**src/common/fetch_config.svh**
```systemverilog
`ifndef FETCH_CONFIG_SVH
`define FETCH_CONFIG_SVH

// decode lanes presenting a pc each cycle
`define FETCH_DECODE_PARA 2

// words per line is 2**FETCH_LOG_PARA
`define FETCH_LOG_PARA 1
`define FETCH_PARA (1 << `FETCH_LOG_PARA)

`define FETCH_LINE_ADDR_W 8
`define FETCH_WORD_W 32

// line cache entries
`define FETCH_CACHE_DEPTH 8

// prefetch window covers the base line and the lines after it
`define FETCH_PREDICT_SIZE 5

`endif

```
**src/common/fetch_pkg.sv**
```systemverilog
`default_nettype none

`include "fetch_config.svh"

package fetch_pkg;

    // byte address
    // [1:0] ignored, then word offset, then line address
    typedef logic [31:0] pc_t;

    typedef logic [`FETCH_WORD_W-1:0] instr_t;

    // one bit per decode lane
    typedef logic [`FETCH_DECODE_PARA-1:0] lane_mask_t;

endpackage

`default_nettype wire

```
**src/common/imem_pkg.sv**
```systemverilog
`default_nettype none

`include "fetch_config.svh"

package imem_pkg;

    typedef logic [`FETCH_LINE_ADDR_W-1:0] line_addr_t;

    // word 0 in the highest slice
    typedef logic [`FETCH_PARA*`FETCH_WORD_W-1:0] line_t;

    // bit FETCH_PARA-1 enables word 0
    typedef logic [`FETCH_PARA-1:0] wen_t;

endpackage

`default_nettype wire

```
**src/common/cache_lookup_if.sv**
```systemverilog
`timescale 1ns/1ps
`default_nettype none

interface cache_lookup_if #(
    parameter int N = 1
);

    logic [N-1:0]                  order;
    imem_pkg::line_addr_t [N-1:0]  key;
    logic [N-1:0]                  hit;
    imem_pkg::line_t [N-1:0]       line;

    modport requester (
        output order,
        output key,
        input  hit,
        input  line
    );

    modport cache (
        input  order,
        input  key,
        output hit,
        output line
    );

endinterface

`default_nettype wire

```
**src/fetch/fetch_timing.sv**
```systemverilog
`timescale 1ns/1ps
`default_nettype none

module fetch_timing #(
    parameter int FIND_PARA = 1
) (
    input  logic                                 clk,
    input  logic                                 rst_n,
    input  logic                                 access_order,
    input  imem_pkg::line_addr_t                 access_addr,
    input  imem_pkg::line_addr_t [FIND_PARA-1:0] find_addr,
    output logic                                 access_done,
    output imem_pkg::line_addr_t                 accessed_addr,
    output logic [FIND_PARA-1:0]                 found
);

    // stage 0 is the issuing cycle itself
    logic                 stage1;
    logic                 stage2;
    imem_pkg::line_addr_t addr1;
    imem_pkg::line_addr_t addr2;

    always_ff @(posedge clk) begin
        if (!rst_n) begin
            stage1 <= 1'b0;
            stage2 <= 1'b0;
        end else begin
            stage1 <= access_order;
            stage2 <= stage1;
        end
    end

    always_ff @(posedge clk) begin
        addr1 <= access_addr;
        addr2 <= addr1;
    end

    assign access_done   = stage2;
    assign accessed_addr = addr2;

    // anything in flight counts, so no line is requested twice
    for (genvar i = 0; i < FIND_PARA; i++) begin : g_find
        assign found[i] = (access_order && find_addr[i] == access_addr)
                        | (stage1 && find_addr[i] == addr1)
                        | (stage2 && find_addr[i] == addr2);
    end

endmodule

`default_nettype wire

```
**src/fetch/line_cache.sv**
```systemverilog
`timescale 1ns/1ps
`default_nettype none

`include "fetch_config.svh"

module line_cache #(
    parameter int DEPTH   = `FETCH_CACHE_DEPTH,
    parameter int LANE_N  = `FETCH_DECODE_PARA,
    parameter int PROBE_N = `FETCH_PREDICT_SIZE + 1
) (
    input  logic                 clk,
    input  logic                 rst_n,
    input  logic                 fill_valid,
    input  imem_pkg::line_addr_t fill_key,
    input  imem_pkg::line_t      fill_line,
    cache_lookup_if.cache        lanes,
    cache_lookup_if.cache        probes
);

    localparam int PTR_W  = (DEPTH > 1) ? $clog2(DEPTH) : 1;
    localparam int LINE_W = $bits(imem_pkg::line_t);

    logic [DEPTH-1:0]     valid;
    imem_pkg::line_addr_t tag  [DEPTH];
    imem_pkg::line_t      data [DEPTH];
    logic [PTR_W-1:0]     rr_ptr;
    logic                 resident;
    logic [PTR_W-1:0]     resident_idx;
    logic [PTR_W-1:0]     wr_idx;

    // {hit, line} for one key against every valid tag
    function automatic logic [LINE_W:0] lookup(input imem_pkg::line_addr_t key);
        logic [LINE_W:0] res;
        res = '0;
        for (int e = 0; e < DEPTH; e++) begin
            if (valid[e] && tag[e] == key) begin
                res = {1'b1, data[e]};
            end
        end
        return res;
    endfunction

    always_comb begin
        resident     = 1'b0;
        resident_idx = '0;
        for (int e = 0; e < DEPTH; e++) begin
            if (valid[e] && tag[e] == fill_key) begin
                resident     = 1'b1;
                resident_idx = PTR_W'(e);
            end
        end
    end

    // a line already held is rewritten in place
    assign wr_idx = resident ? resident_idx : rr_ptr;

    // the entry write is the single register stage on the fill path
    always_ff @(posedge clk) begin
        if (!rst_n) begin
            valid  <= '0;
            rr_ptr <= '0;
        end else if (fill_valid) begin
            valid[wr_idx] <= 1'b1;
            if (!resident) begin
                rr_ptr <= (rr_ptr == PTR_W'(DEPTH - 1)) ? '0 : rr_ptr + 1'b1;
            end
        end
    end

    always_ff @(posedge clk) begin
        if (fill_valid) begin
            tag[wr_idx]  <= fill_key;
            data[wr_idx] <= fill_line;
        end
    end

    for (genvar p = 0; p < LANE_N; p++) begin : g_lane
        logic [LINE_W:0] res;
        always_comb begin
            res = lookup(lanes.key[p]);
        end
        assign lanes.hit[p]  = lanes.order[p] & res[LINE_W];
        assign lanes.line[p] = res[LINE_W-1:0];
    end

    // probes always search
    for (genvar p = 0; p < PROBE_N; p++) begin : g_probe
        logic [LINE_W:0] res;
        always_comb begin
            res = lookup(probes.key[p]);
        end
        assign probes.hit[p]  = res[LINE_W];
        assign probes.line[p] = res[LINE_W-1:0];
    end

endmodule

`default_nettype wire

```
**src/fetch/fetch_predict.sv**
```systemverilog
`timescale 1ns/1ps
`default_nettype none

`include "fetch_config.svh"

module fetch_predict (
    input  logic                                          clk,
    input  logic                                          rst_n,
    input  fetch_pkg::lane_mask_t                         lane_order,
    input  fetch_pkg::lane_mask_t                         lane_hit,
    input  imem_pkg::line_addr_t [`FETCH_DECODE_PARA-1:0] lane_key,
    input  fetch_pkg::pc_t                                lr,
    input  logic                                          load_mode,
    input  fetch_pkg::pc_t                                load_pc,
    cache_lookup_if.requester                             probe,
    input  logic [`FETCH_PREDICT_SIZE:0]                  found,
    output logic                                          access_order,
    output imem_pkg::line_addr_t                          access_addr
);

    localparam int LANES    = `FETCH_DECODE_PARA;
    localparam int WIN      = `FETCH_PREDICT_SIZE;
    localparam int LINE_LSB = `FETCH_LOG_PARA + 2;

    imem_pkg::line_addr_t           lr_line;
    imem_pkg::line_addr_t           load_line;
    imem_pkg::line_addr_t           last_found;
    imem_pkg::line_addr_t           next_last_found;
    imem_pkg::line_addr_t           fail_addr;
    imem_pkg::line_addr_t           base;
    imem_pkg::line_addr_t           cand;
    imem_pkg::line_addr_t           next_addr;
    imem_pkg::line_addr_t [WIN-1:0] win_addr;
    logic                           find_failure;
    logic                           gap_stop;
    logic                           lr_open;
    logic                           next_order;
    logic [WIN-1:0]                 win_open;

    assign lr_line   = lr[LINE_LSB +: `FETCH_LINE_ADDR_W];
    assign load_line = load_pc[LINE_LSB +: `FETCH_LINE_ADDR_W];

    always_comb begin
        find_failure    = 1'b0;
        fail_addr       = lane_key[0];
        next_last_found = last_found;
        gap_stop        = ~lane_order[0];
        // lowest missing lane wins
        for (int i = LANES - 1; i >= 0; i--) begin
            if (lane_order[i] && !lane_hit[i]) begin
                find_failure = 1'b1;
                fail_addr    = lane_key[i];
            end
        end
        // highest hitting lane wins
        for (int i = 0; i < LANES; i++) begin
            if (lane_order[i] && lane_hit[i]) begin
                next_last_found = lane_key[i];
            end
        end
        // lane idle right after a hit means the stream stopped
        for (int i = 1; i < LANES; i++) begin
            gap_stop = gap_stop | (~lane_order[i] & lane_hit[i-1]);
        end
    end

    assign base = find_failure ? fail_addr : next_last_found;

    for (genvar k = 0; k < WIN; k++) begin : g_win
        assign win_addr[k]  = base + imem_pkg::line_addr_t'(k);
        assign probe.key[k] = win_addr[k];
        assign win_open[k]  = ~(probe.hit[k] | found[k]);
    end

    // last probe slot is the link register line
    assign probe.key[WIN] = lr_line;
    assign probe.order    = '1;
    assign lr_open        = ~(probe.hit[WIN] | found[WIN]);

    always_comb begin
        cand = win_addr[0];
        for (int k = WIN - 1; k >= 0; k--) begin
            if (win_open[k]) begin
                cand = win_addr[k];
            end
        end
    end

    assign next_order = ~load_mode & ((|win_open) | (lr_open & gap_stop));

    always_comb begin
        if (load_mode) begin
            next_addr = load_line;
        end else if (|win_open) begin
            next_addr = cand;
        end else begin
            next_addr = lr_line;
        end
    end

    always_ff @(posedge clk) begin
        if (!rst_n) begin
            access_order <= 1'b0;
            last_found   <= '0;
        end else begin
            access_order <= next_order;
            last_found   <= next_last_found;
        end
    end

    always_ff @(posedge clk) begin
        access_addr <= next_addr;
    end

endmodule

`default_nettype wire

```
**src/fetch/fetch_port.sv**
```systemverilog
`timescale 1ns/1ps
`default_nettype none

`include "fetch_config.svh"

module fetch_port (
    input  fetch_pkg::lane_mask_t                    order,
    input  fetch_pkg::pc_t [`FETCH_DECODE_PARA-1:0]  pc,
    output fetch_pkg::lane_mask_t                    done,
    output fetch_pkg::instr_t [`FETCH_DECODE_PARA-1:0] instr,
    cache_lookup_if.requester                        lookup
);

    localparam int LANES    = `FETCH_DECODE_PARA;
    localparam int PARA     = `FETCH_PARA;
    localparam int W        = `FETCH_WORD_W;
    localparam int LOG      = `FETCH_LOG_PARA;
    localparam int OFF_W    = (LOG > 0) ? LOG : 1;
    localparam int LINE_LSB = LOG + 2;

    assign lookup.order = order;
    assign done         = lookup.hit;

    for (genvar i = 0; i < LANES; i++) begin : g_lane
        fetch_pkg::instr_t words [PARA];
        logic [OFF_W-1:0]  word_off;

        assign lookup.key[i] = pc[i][LINE_LSB +: `FETCH_LINE_ADDR_W];

        // one word per line has no offset bits
        assign word_off = (LOG > 0) ? pc[i][2 +: OFF_W] : '0;

        // word 0 sits in the top slice
        for (genvar j = 0; j < PARA; j++) begin : g_word
            assign words[j] = lookup.line[i][(PARA-1-j)*W +: W];
        end

        assign instr[i] = words[word_off];
    end

endmodule

`default_nettype wire

```
**src/logic/load_writer.sv**
```systemverilog
`timescale 1ns/1ps
`default_nettype none

`include "fetch_config.svh"

module load_writer (
    input  logic              clk,
    input  logic              rst_n,
    input  logic              load_mode,
    input  logic              load_valid,
    input  fetch_pkg::pc_t    load_pc,
    input  fetch_pkg::instr_t load_data,
    output imem_pkg::wen_t    mem_wen,
    output imem_pkg::line_t   mem_wdata
);

    localparam int PARA  = `FETCH_PARA;
    localparam int W     = `FETCH_WORD_W;
    localparam int LOG   = `FETCH_LOG_PARA;
    localparam int OFF_W = (LOG > 0) ? LOG : 1;

    imem_pkg::wen_t    next_wen;
    fetch_pkg::instr_t data_q;
    logic [OFF_W-1:0]  word_off;

    assign word_off = (LOG > 0) ? load_pc[2 +: OFF_W] : '0;

    // word i enables bit PARA-1-i
    always_comb begin
        for (int i = 0; i < PARA; i++) begin
            next_wen[PARA-1-i] = load_mode & load_valid & (word_off == OFF_W'(i));
        end
    end

    always_ff @(posedge clk) begin
        if (!rst_n) begin
            mem_wen <= '0;
        end else begin
            mem_wen <= next_wen;
        end
    end

    always_ff @(posedge clk) begin
        data_q <= load_data;
    end

    for (genvar i = 0; i < PARA; i++) begin : g_slice
        assign mem_wdata[i*W +: W] = mem_wen[i] ? data_q : '0;
    end

endmodule

`default_nettype wire

```
**src/fetch/fetch_top.sv**
```systemverilog
`timescale 1ns/1ps
`default_nettype none

`include "fetch_config.svh"

module fetch_top (
    input  logic                                       clk,
    input  logic                                       rst_n,
    input  fetch_pkg::lane_mask_t                      order,
    input  fetch_pkg::pc_t [`FETCH_DECODE_PARA-1:0]    pc,
    output fetch_pkg::lane_mask_t                      done,
    output fetch_pkg::instr_t [`FETCH_DECODE_PARA-1:0] instr,
    input  fetch_pkg::pc_t                             lr,
    output logic                                       mem_read,
    output imem_pkg::line_addr_t                       mem_addr,
    input  imem_pkg::line_t                            mem_rdata,
    output imem_pkg::wen_t                             mem_wen,
    output imem_pkg::line_t                            mem_wdata,
    input  logic                                       load_mode,
    input  logic                                       load_valid,
    input  fetch_pkg::pc_t                             load_pc,
    input  fetch_pkg::instr_t                          load_data
);

    localparam int PROBE_N = `FETCH_PREDICT_SIZE + 1;

    logic                   access_order;
    imem_pkg::line_addr_t   access_addr;
    logic                   access_done;
    imem_pkg::line_addr_t   accessed_addr;
    logic [PROBE_N-1:0]     found;

    cache_lookup_if #(.N(`FETCH_DECODE_PARA)) lane_if ();
    cache_lookup_if #(.N(PROBE_N)) probe_if ();

    fetch_port port_i (
        .order  (order),
        .pc     (pc),
        .done   (done),
        .instr  (instr),
        .lookup (lane_if.requester)
    );

    line_cache cache_i (
        .clk        (clk),
        .rst_n      (rst_n),
        .fill_valid (access_done),
        .fill_key   (accessed_addr),
        .fill_line  (mem_rdata),
        .lanes      (lane_if.cache),
        .probes     (probe_if.cache)
    );

    // lane signals tapped for miss detection
    fetch_predict predict_i (
        .clk          (clk),
        .rst_n        (rst_n),
        .lane_order   (lane_if.order),
        .lane_hit     (lane_if.hit),
        .lane_key     (lane_if.key),
        .lr           (lr),
        .load_mode    (load_mode),
        .load_pc      (load_pc),
        .probe        (probe_if.requester),
        .found        (found),
        .access_order (access_order),
        .access_addr  (access_addr)
    );

    fetch_timing #(.FIND_PARA(PROBE_N)) timing_i (
        .clk           (clk),
        .rst_n         (rst_n),
        .access_order  (access_order),
        .access_addr   (access_addr),
        .find_addr     (probe_if.key),
        .access_done   (access_done),
        .accessed_addr (accessed_addr),
        .found         (found)
    );

    load_writer writer_i (
        .clk        (clk),
        .rst_n      (rst_n),
        .load_mode  (load_mode),
        .load_valid (load_valid),
        .load_pc    (load_pc),
        .load_data  (load_data),
        .mem_wen    (mem_wen),
        .mem_wdata  (mem_wdata)
    );

    assign mem_read = access_order;
    assign mem_addr = access_addr;

endmodule

`default_nettype wire

```
**config.mk**
```make
export PLATFORM = sky130hd
export DESIGN_NAME = fetch_top
export DESIGN_NICKNAME = d
export VERILOG_FILES = /design/src/common/fetch_pkg.sv /design/src/common/imem_pkg.sv /design/src/common/cache_lookup_if.sv /design/src/fetch/fetch_timing.sv /design/src/fetch/line_cache.sv /design/src/fetch/fetch_predict.sv /design/src/fetch/fetch_port.sv /design/src/logic/load_writer.sv /design/src/fetch/fetch_top.sv
export VERILOG_INCLUDE_DIRS = /design/src /design/src/common
export SDC_FILE = /design/constraint.sdc
export NUM_CORES = 2
export LEC_CHECK = 0
export BUFFER_PORTS_ARGS = -buffer_cell sky130_fd_sc_hd__buf_4
export CAP_MARGIN = 0
export CORE_MARGIN = 2
export CORE_UTILIZATION = 55
export CTS_BUF_LIST = sky130_fd_sc_hd__clkbuf_4 sky130_fd_sc_hd__clkbuf_8
export CTS_CLUSTER_DIAMETER = 200
export DETAILED_ROUTE_END_ITERATION = 7
export GPL_TIMING_DRIVEN = 1
export PLACE_DENSITY = 0.74
export SLEW_MARGIN = 20
export SYNTH_ARGS = -nofsm -noshare
export SYNTH_HDL_FRONTEND = slang
export SYNTH_SLANG_ARGS = --single-unit
```
**constraint.sdc**
```tcl
create_clock -name clk -period 12.2 [get_ports clk]
set_clock_uncertainty 0.2 [all_clocks]
set_input_delay 0 -clock clk [delete_from_list [all_inputs] [get_ports clk]]
set_output_delay 0 -clock clk [all_outputs]
set_load 0.005 [all_outputs]
```
After elaboration in Yosys (flattened, before gate mapping)
Memories as Yosys holds them, arrays and structs flattened.
Index checks and enable logic that the tools add are counted.
{"block": "classes", "n_bitwise": 42, "mux": 107, "eq_ne": 91, "magnitude_cmp": 4, "add_sub_neg": 5, "reduce_logical": 99}
{"operator": "$mux W65", "n": 64}
{"operator": "$eq A8 B8 Y1", "n": 90}
{"operator": "$mux W32", "n": 8}
{"operator": "$mux W8", "n": 12}
{"operator": "$logic_and A1 B1 Y1", "n": 95}
{"operator": "$or A1 B1 Y1", "n": 20}
{"operator": "$mux W3", "n": 6}
{"operator": "$add A8 B2 Y8 const B", "n": 2}
{"operator": "$mux W1", "n": 14}
{"operator": "$not A1 Y1", "n": 11}
{"operator": "$add A8 B1 Y8 const B", "n": 1}
{"operator": "$add A8 B3 Y8 const B", "n": 1}
{"operator": "$and A1 B1 Y1", "n": 8}
{"operator": "$or A8 B8 Y8", "n": 1}
{"operator": "$reduce_or A5 Y1", "n": 1}
{"operator": "$ge A2 B2 Y1 const B", "n": 2}
{"operator": "$lt A3 B4 Y1 const B", "n": 1}
{"operator": "$mux W2", "n": 2}
{"operator": "$not A1 Y2", "n": 2}
{"operator": "$add A3 B1 Y3 const B", "n": 1}
{"operator": "$demux W1 S3", "n": 1}
{"operator": "$eq A3 B3 Y1 const B", "n": 1}
{"operator": "$ge A3 B1 Y1 const B", "n": 1}
{"operator": "$logic_not A1 Y1", "n": 2}
{"operator": "$reduce_and A2 Y1", "n": 1}
{"block": "word_totals", "output_inout_bits": 141, "ram_bits": 576, "reg_bits": 80, "memories": 2}
{"name": "cache_i.data", "words": 8, "word_bits": 64, "read_ports": 8, "rd_ports_with_merged_regs": 0, "wr": 1, "line_no": "line_cache.sv:25", "source": "imem_pkg::line_t data [DEPTH];"}
{"name": "cache_i.tag", "words": 8, "word_bits": 8, "read_ports": 8, "rd_ports_with_merged_regs": 0, "wr": 1, "line_no": "line_cache.sv:24", "source": "imem_pkg::line_addr_t tag [DEPTH];"}

Logic depth before layout (Yosys ltp)
An unclocked memory read counts as a cell.
{"block": "depth", "word_depth": 36, "mapped_depth": 32, "mapped_depth_nobuf": 24}

By module
A second synthesis with hierarchy kept.
{"block": "hier_totals", "cells_unflattened": 8006, "hier_area_um2": 64484.3}
{"mod": "line_cache", "instances": 1, "area_each_um2": 57869.3, "seq_area_each_um2": 17516.8, "cells_per_inst": 7282}
{"mod": "fetch_timing", "instances": 1, "area_each_um2": 2212.1, "seq_area_each_um2": 360.3, "cells_per_inst": 248}
{"mod": "fetch_predict", "instances": 1, "area_each_um2": 2006.9, "seq_area_each_um2": 340.3, "cells_per_inst": 278}
{"mod": "fetch_port", "instances": 1, "area_each_um2": 1238.7, "seq_area_each_um2": 0.0, "cells_per_inst": 92}
{"mod": "load_writer", "instances": 1, "area_each_um2": 1157.4, "seq_area_each_um2": 680.7, "cells_per_inst": 106}

Least setup slack after synthesis
Ideal clock, no wire load.
{"block": "synth_path", "kind": "register to register", "start": "memory cache_i.tag[5][6] (netlist bit)", "end": "register predict_i.access_addr[1]", "required_time_ps": 11880, "setup_time_ps": 120, "path_slack_ps": 5725, "period_less_slack_ps": 6475, "path_buffers": 6, "arrival_time_ps": 6155, "path_stages_with_launch": 30, "path_cell_list": "edfxtp_1 > buf_2 > xnor2_1 > nand3_1 > or4_1 > buf_2 > nand2_4 > o31ai_4 > a31oi_1 > nand2_2 > inv_2 > buf_2 > buf_2 > ha_1 > clkbuf_1 > nor2b_1 > nand2_1 > mux2_2 > nor3_1 > xnor2_1 > buf_2 > nand2_1 > nor4b_1 > a32oi_1 > nand4_1 > or3_4 > o41ai_2 > a21oi_1 > o2111a_1 > o31a_1"}
{"item": "start, declared", "line_no": "line_cache.sv:24"}
{"item": "end signal, assigned", "line_no": "fetch_predict.sv:112", "source": "access_addr <= next_addr;"}
{"item": "end, declared", "line_no": "fetch_predict.sv:18", "source": "output imem_pkg::line_addr_t access_addr"}

==> impl_metrics.json <==
{
  "place_area_sq_mm": 0.0424,
  "grt_pass1_wl_mm": 216,
  "crit_arrival_ps": 10520,
  "seq_area_sq_mm": 0.0189,
  "multiInputGateArea_sq_mm": 0.0195,
  "rsz0062_at_grt": "no",
  "syn2layout_area_growth_pct": 18.0,
  "critical_path.top_delay_family": "buffers and inverters",
  "period_minus_slack_ps": 10060,
  "clk_pin_slew_ps": 70,
  "rows": 99,
  "critPathBufInv": 7,
  "finalInstanceArea_sq_mm": 0.0473,
  "worst-path-max-fanout": 73,
  "ios": 371,
  "met2WireLength_mm": 64.3,
  "num_vias": 35700,
  "final_core_util_pct": 65.2,
  "cts_buffers": 106,
  "fin_crit_sh_pct": 82.5,
  "tightest_slew_ps": 1240,
  "synth.distinct_cells": 111,
  "track_usage_pct": 38.5,
  "dieArea_sq_mm": 0.0751,
  "wl_met3_mm": 19.5,
  "crit_slowest_cell": "or4_1",
  "synth_top_area_cell": "edfxtp_1",
  "startpoint_type": "register",
  "routed_wl_mm": 147,
  "ant_nets": 0,
  "crit_type": "reg -> reg",
  "synthTopCellsByArea": "edfxtp_1, xnor2_1, a21oi_1",
  "dpl.hpwl_mm": 88.9,
  "die_w_um": 274,
  "grt_pass1_vias": 34500,
  "end_kind": "register",
  "final_nets": 4612,
  "drt_iter0_drc": 4723,
  "start_util_pct": 55.2,
  "highest_layer": "met5",
  "synthCells": 4023,
  "fmax_ghz": 0.0994,
  "final.setup.tns_ps": 0,
  "yosysWarnings": 0,
  "postCtsHoldBufs": 265,
  "finalWeightedCongestion": 1.08,
  "clk-insertion-delay-late_ps": 790,
  "wl_per_cell_um": 27.1,
  "status": "complete, no violations",
  "fill_cells": 5531,
  "core_sq_mm": 0.0726,
  "synth_nets": 4260,
  "cp_data_required_time_ps": 12660,
  "grt-ovfl-total": 0,
  "cts_resized": 0,
  "cts_setup_buffers": 0,
  "drc": 0,
  "drive_gt1_share_pct": 15.3,
  "avgSynthCellArea_sq_um": 9.97,
  "finalHoldViolCount": 0,
  "power_density_mw_per_mm2": 110,
  "syn-cell-area_sq_mm": 0.0401,
  "timing.hold.ws_ps": 69.8,
  "wl_met1_mm": 54.5,
  "slowest_delay_ps": 900,
  "async_flop_share_pct": 0,
  "maxCapViolCount": 0,
  "cts.sinks": 656,
  "p_leak_nw": 16.6,
  "synth_edf_count": 576,
  "finalSetupViolations": 0,
  "cts_tree": "done",
  "h-tree-depth": 3,
  "antenna_found_initial": 11,
  "synth-seq-cells": 656,
  "drt-vias-per-instance": 6.58,
  "grt_max_degree": 85,
  "synth_top_area_share_pct": 43.1,
  "crit_top_cell": "buf_4",
  "ir_drop_uv": 90.3,
  "firstDrtPassIters": 6,
  "maxSlewHeadroom_pct": 17.3,
  "seq_area_frac_synth_pct": 47.1,
  "slew_viol_final": 0,
  "clock-root-buffer": "clkbuf_8",
  "ys.flop_type": "edfxtp_1",
  "port_buffers": 277,
  "die_h_um": 274,
  "min_path_type": "in -> reg",
  "cts_buffer_depth": 3
}
final cells by class:
| cell class | count | area share (%) |
|---|---|---|
| clock buffers | 143 | 3.75 |
| inverters | 43 | 0.362 |
| flip-flops and latches | 656 | 39.9 |
| well taps | 959 | 2.53 |
| repair buffers | 613 | 11.2 |
| clock inverters | 50 | 0.944 |
| diodes | 8 | 0.0423 |
| multi-input cells | 2955 | 41.3 |
synth_stat cells (all sizes together) (55+ instances only):
cell / instances
edfxtp: 576
a21oi: 480
nand2: 434
xnor2: 398
nor2: 339
o21ai: 212
clkbuf: 193
buf: 176
nand3: 139
xor2: 139
dfxtp: 80
and2: 77
nor3: 72
a211oi: 70
nor4: 63
a22oi: 60
mux4: 59
nand4: 55
per-stage QoR:
step | std cells | setup WS [ps] | power, mW
finish | 5427 | 2140 | 5.21
global route | 5422 | 1940 | 5.35
CTS | 5419 | 2560 | 5.19
detailed placement | 4961 | 3200 | 3.15
global placement | 4960 | 3260 | 3.15
floorplan | 4023 | 5720 | 2.93
cell usage in the layout, fill, tap and decap left out, types with 77 or more instances in the layout:
master	count
nor2_1	327
nand2_1	430
a21oi_1	480
buf_4	346
nand3_1	136
and2_1	77
xor2_1	139
edfxtp_1	576
o21ai_0	206
dlygate4sd3_1	265
clkbuf_8	112
xnor2_1	391
final timing paths:
path	slack (ps)	cells after the start	from	end
worst max-delay path	2140	26	cache_i.tag[5][4]$_DFFE_PP_	predict_i.access_addr[3]$_DFF_P_
worst min-delay path	70	4	pc[37]	predict_i.last_found[2]$_SDFF_PN0_
worst max register to register	2140	26	cache_i.tag[5][4]$_DFFE_PP_	predict_i.access_addr[3]$_DFF_P_
worst min register to register	240	0	timing_i.addr1[0]$_DFF_P_	timing_i.accessed_addr[0]$_DFF_P_
power breakdown:
group / leakage, nW / internal [mW] / switching (mW)
Clock: 1.17 / 1.06 / 0.940
Sequential: 5.85 / 2.46 / 0.0261
Combinational: 9.57 / 0.293 / 0.428
flip-flops by register name, summed over array words and instances (netlist names):
register,count
cache_i.tag,64
predict_i.access_addr,8
cache_i.data,512
timing_i.addr1,8
cache_i.valid,8
timing_i.stage1,1
writer_i.mem_wen,2
predict_i.last_found,8
writer_i.data_q,32
predict_i.access_order,1
cache_i.rr_ptr,3
timing_i.access_done,1
timing_i.accessed_addr,8
worst register-to-register path, stage by stage, from the launching register on:
cell and delay, ps:
edfxtp_1 590, xnor2_1 210, nand4_1 130, nor3_2 40
buf_4 390, or4_1 930, o21ai_4 520, o211a_1 300
o21a_2 150, buf_4 550, clkinv_4 380, ha_1 550
buf_4 330, and2_1 250, xnor2_2 560, buf_4 330
xnor2_1 140, nand2_1 60, or4_1 510, o311ai_1 810
nor2_2 360, a21oi_1 240, nor3_1 60, a21oi_1 160
dlygate4sd3_1 570, o31ai_1 80, dlygate4sd3_1 570
cell families (layout without fill, tap and decap cells):
kind of cell	Yosys count	after routing	share of synthesized area, %
buf+inv	412	849	4.61
simple gates	1285	1285	15.4
fa+ha+maj	7	7	0.218
mux	90	90	4.13
xor+xnor	560	560	13.2
other cells	0	8	0
compound gates	1013	1013	15.3
flops	656	656	47.1
per-layer routing:
| metal | vias to the layer above | GRT usage (%) |
|---|---|---|
| met5 | - | 0 |
| met3 | 592 | 10.8 |
| met1 | 17100 | 50.1 |
| li1 | 15400 | - |
| met4 | 14 | 21.2 |
| met2 | 2683 | 58.3 |
(Power assumes the default switching activity.)
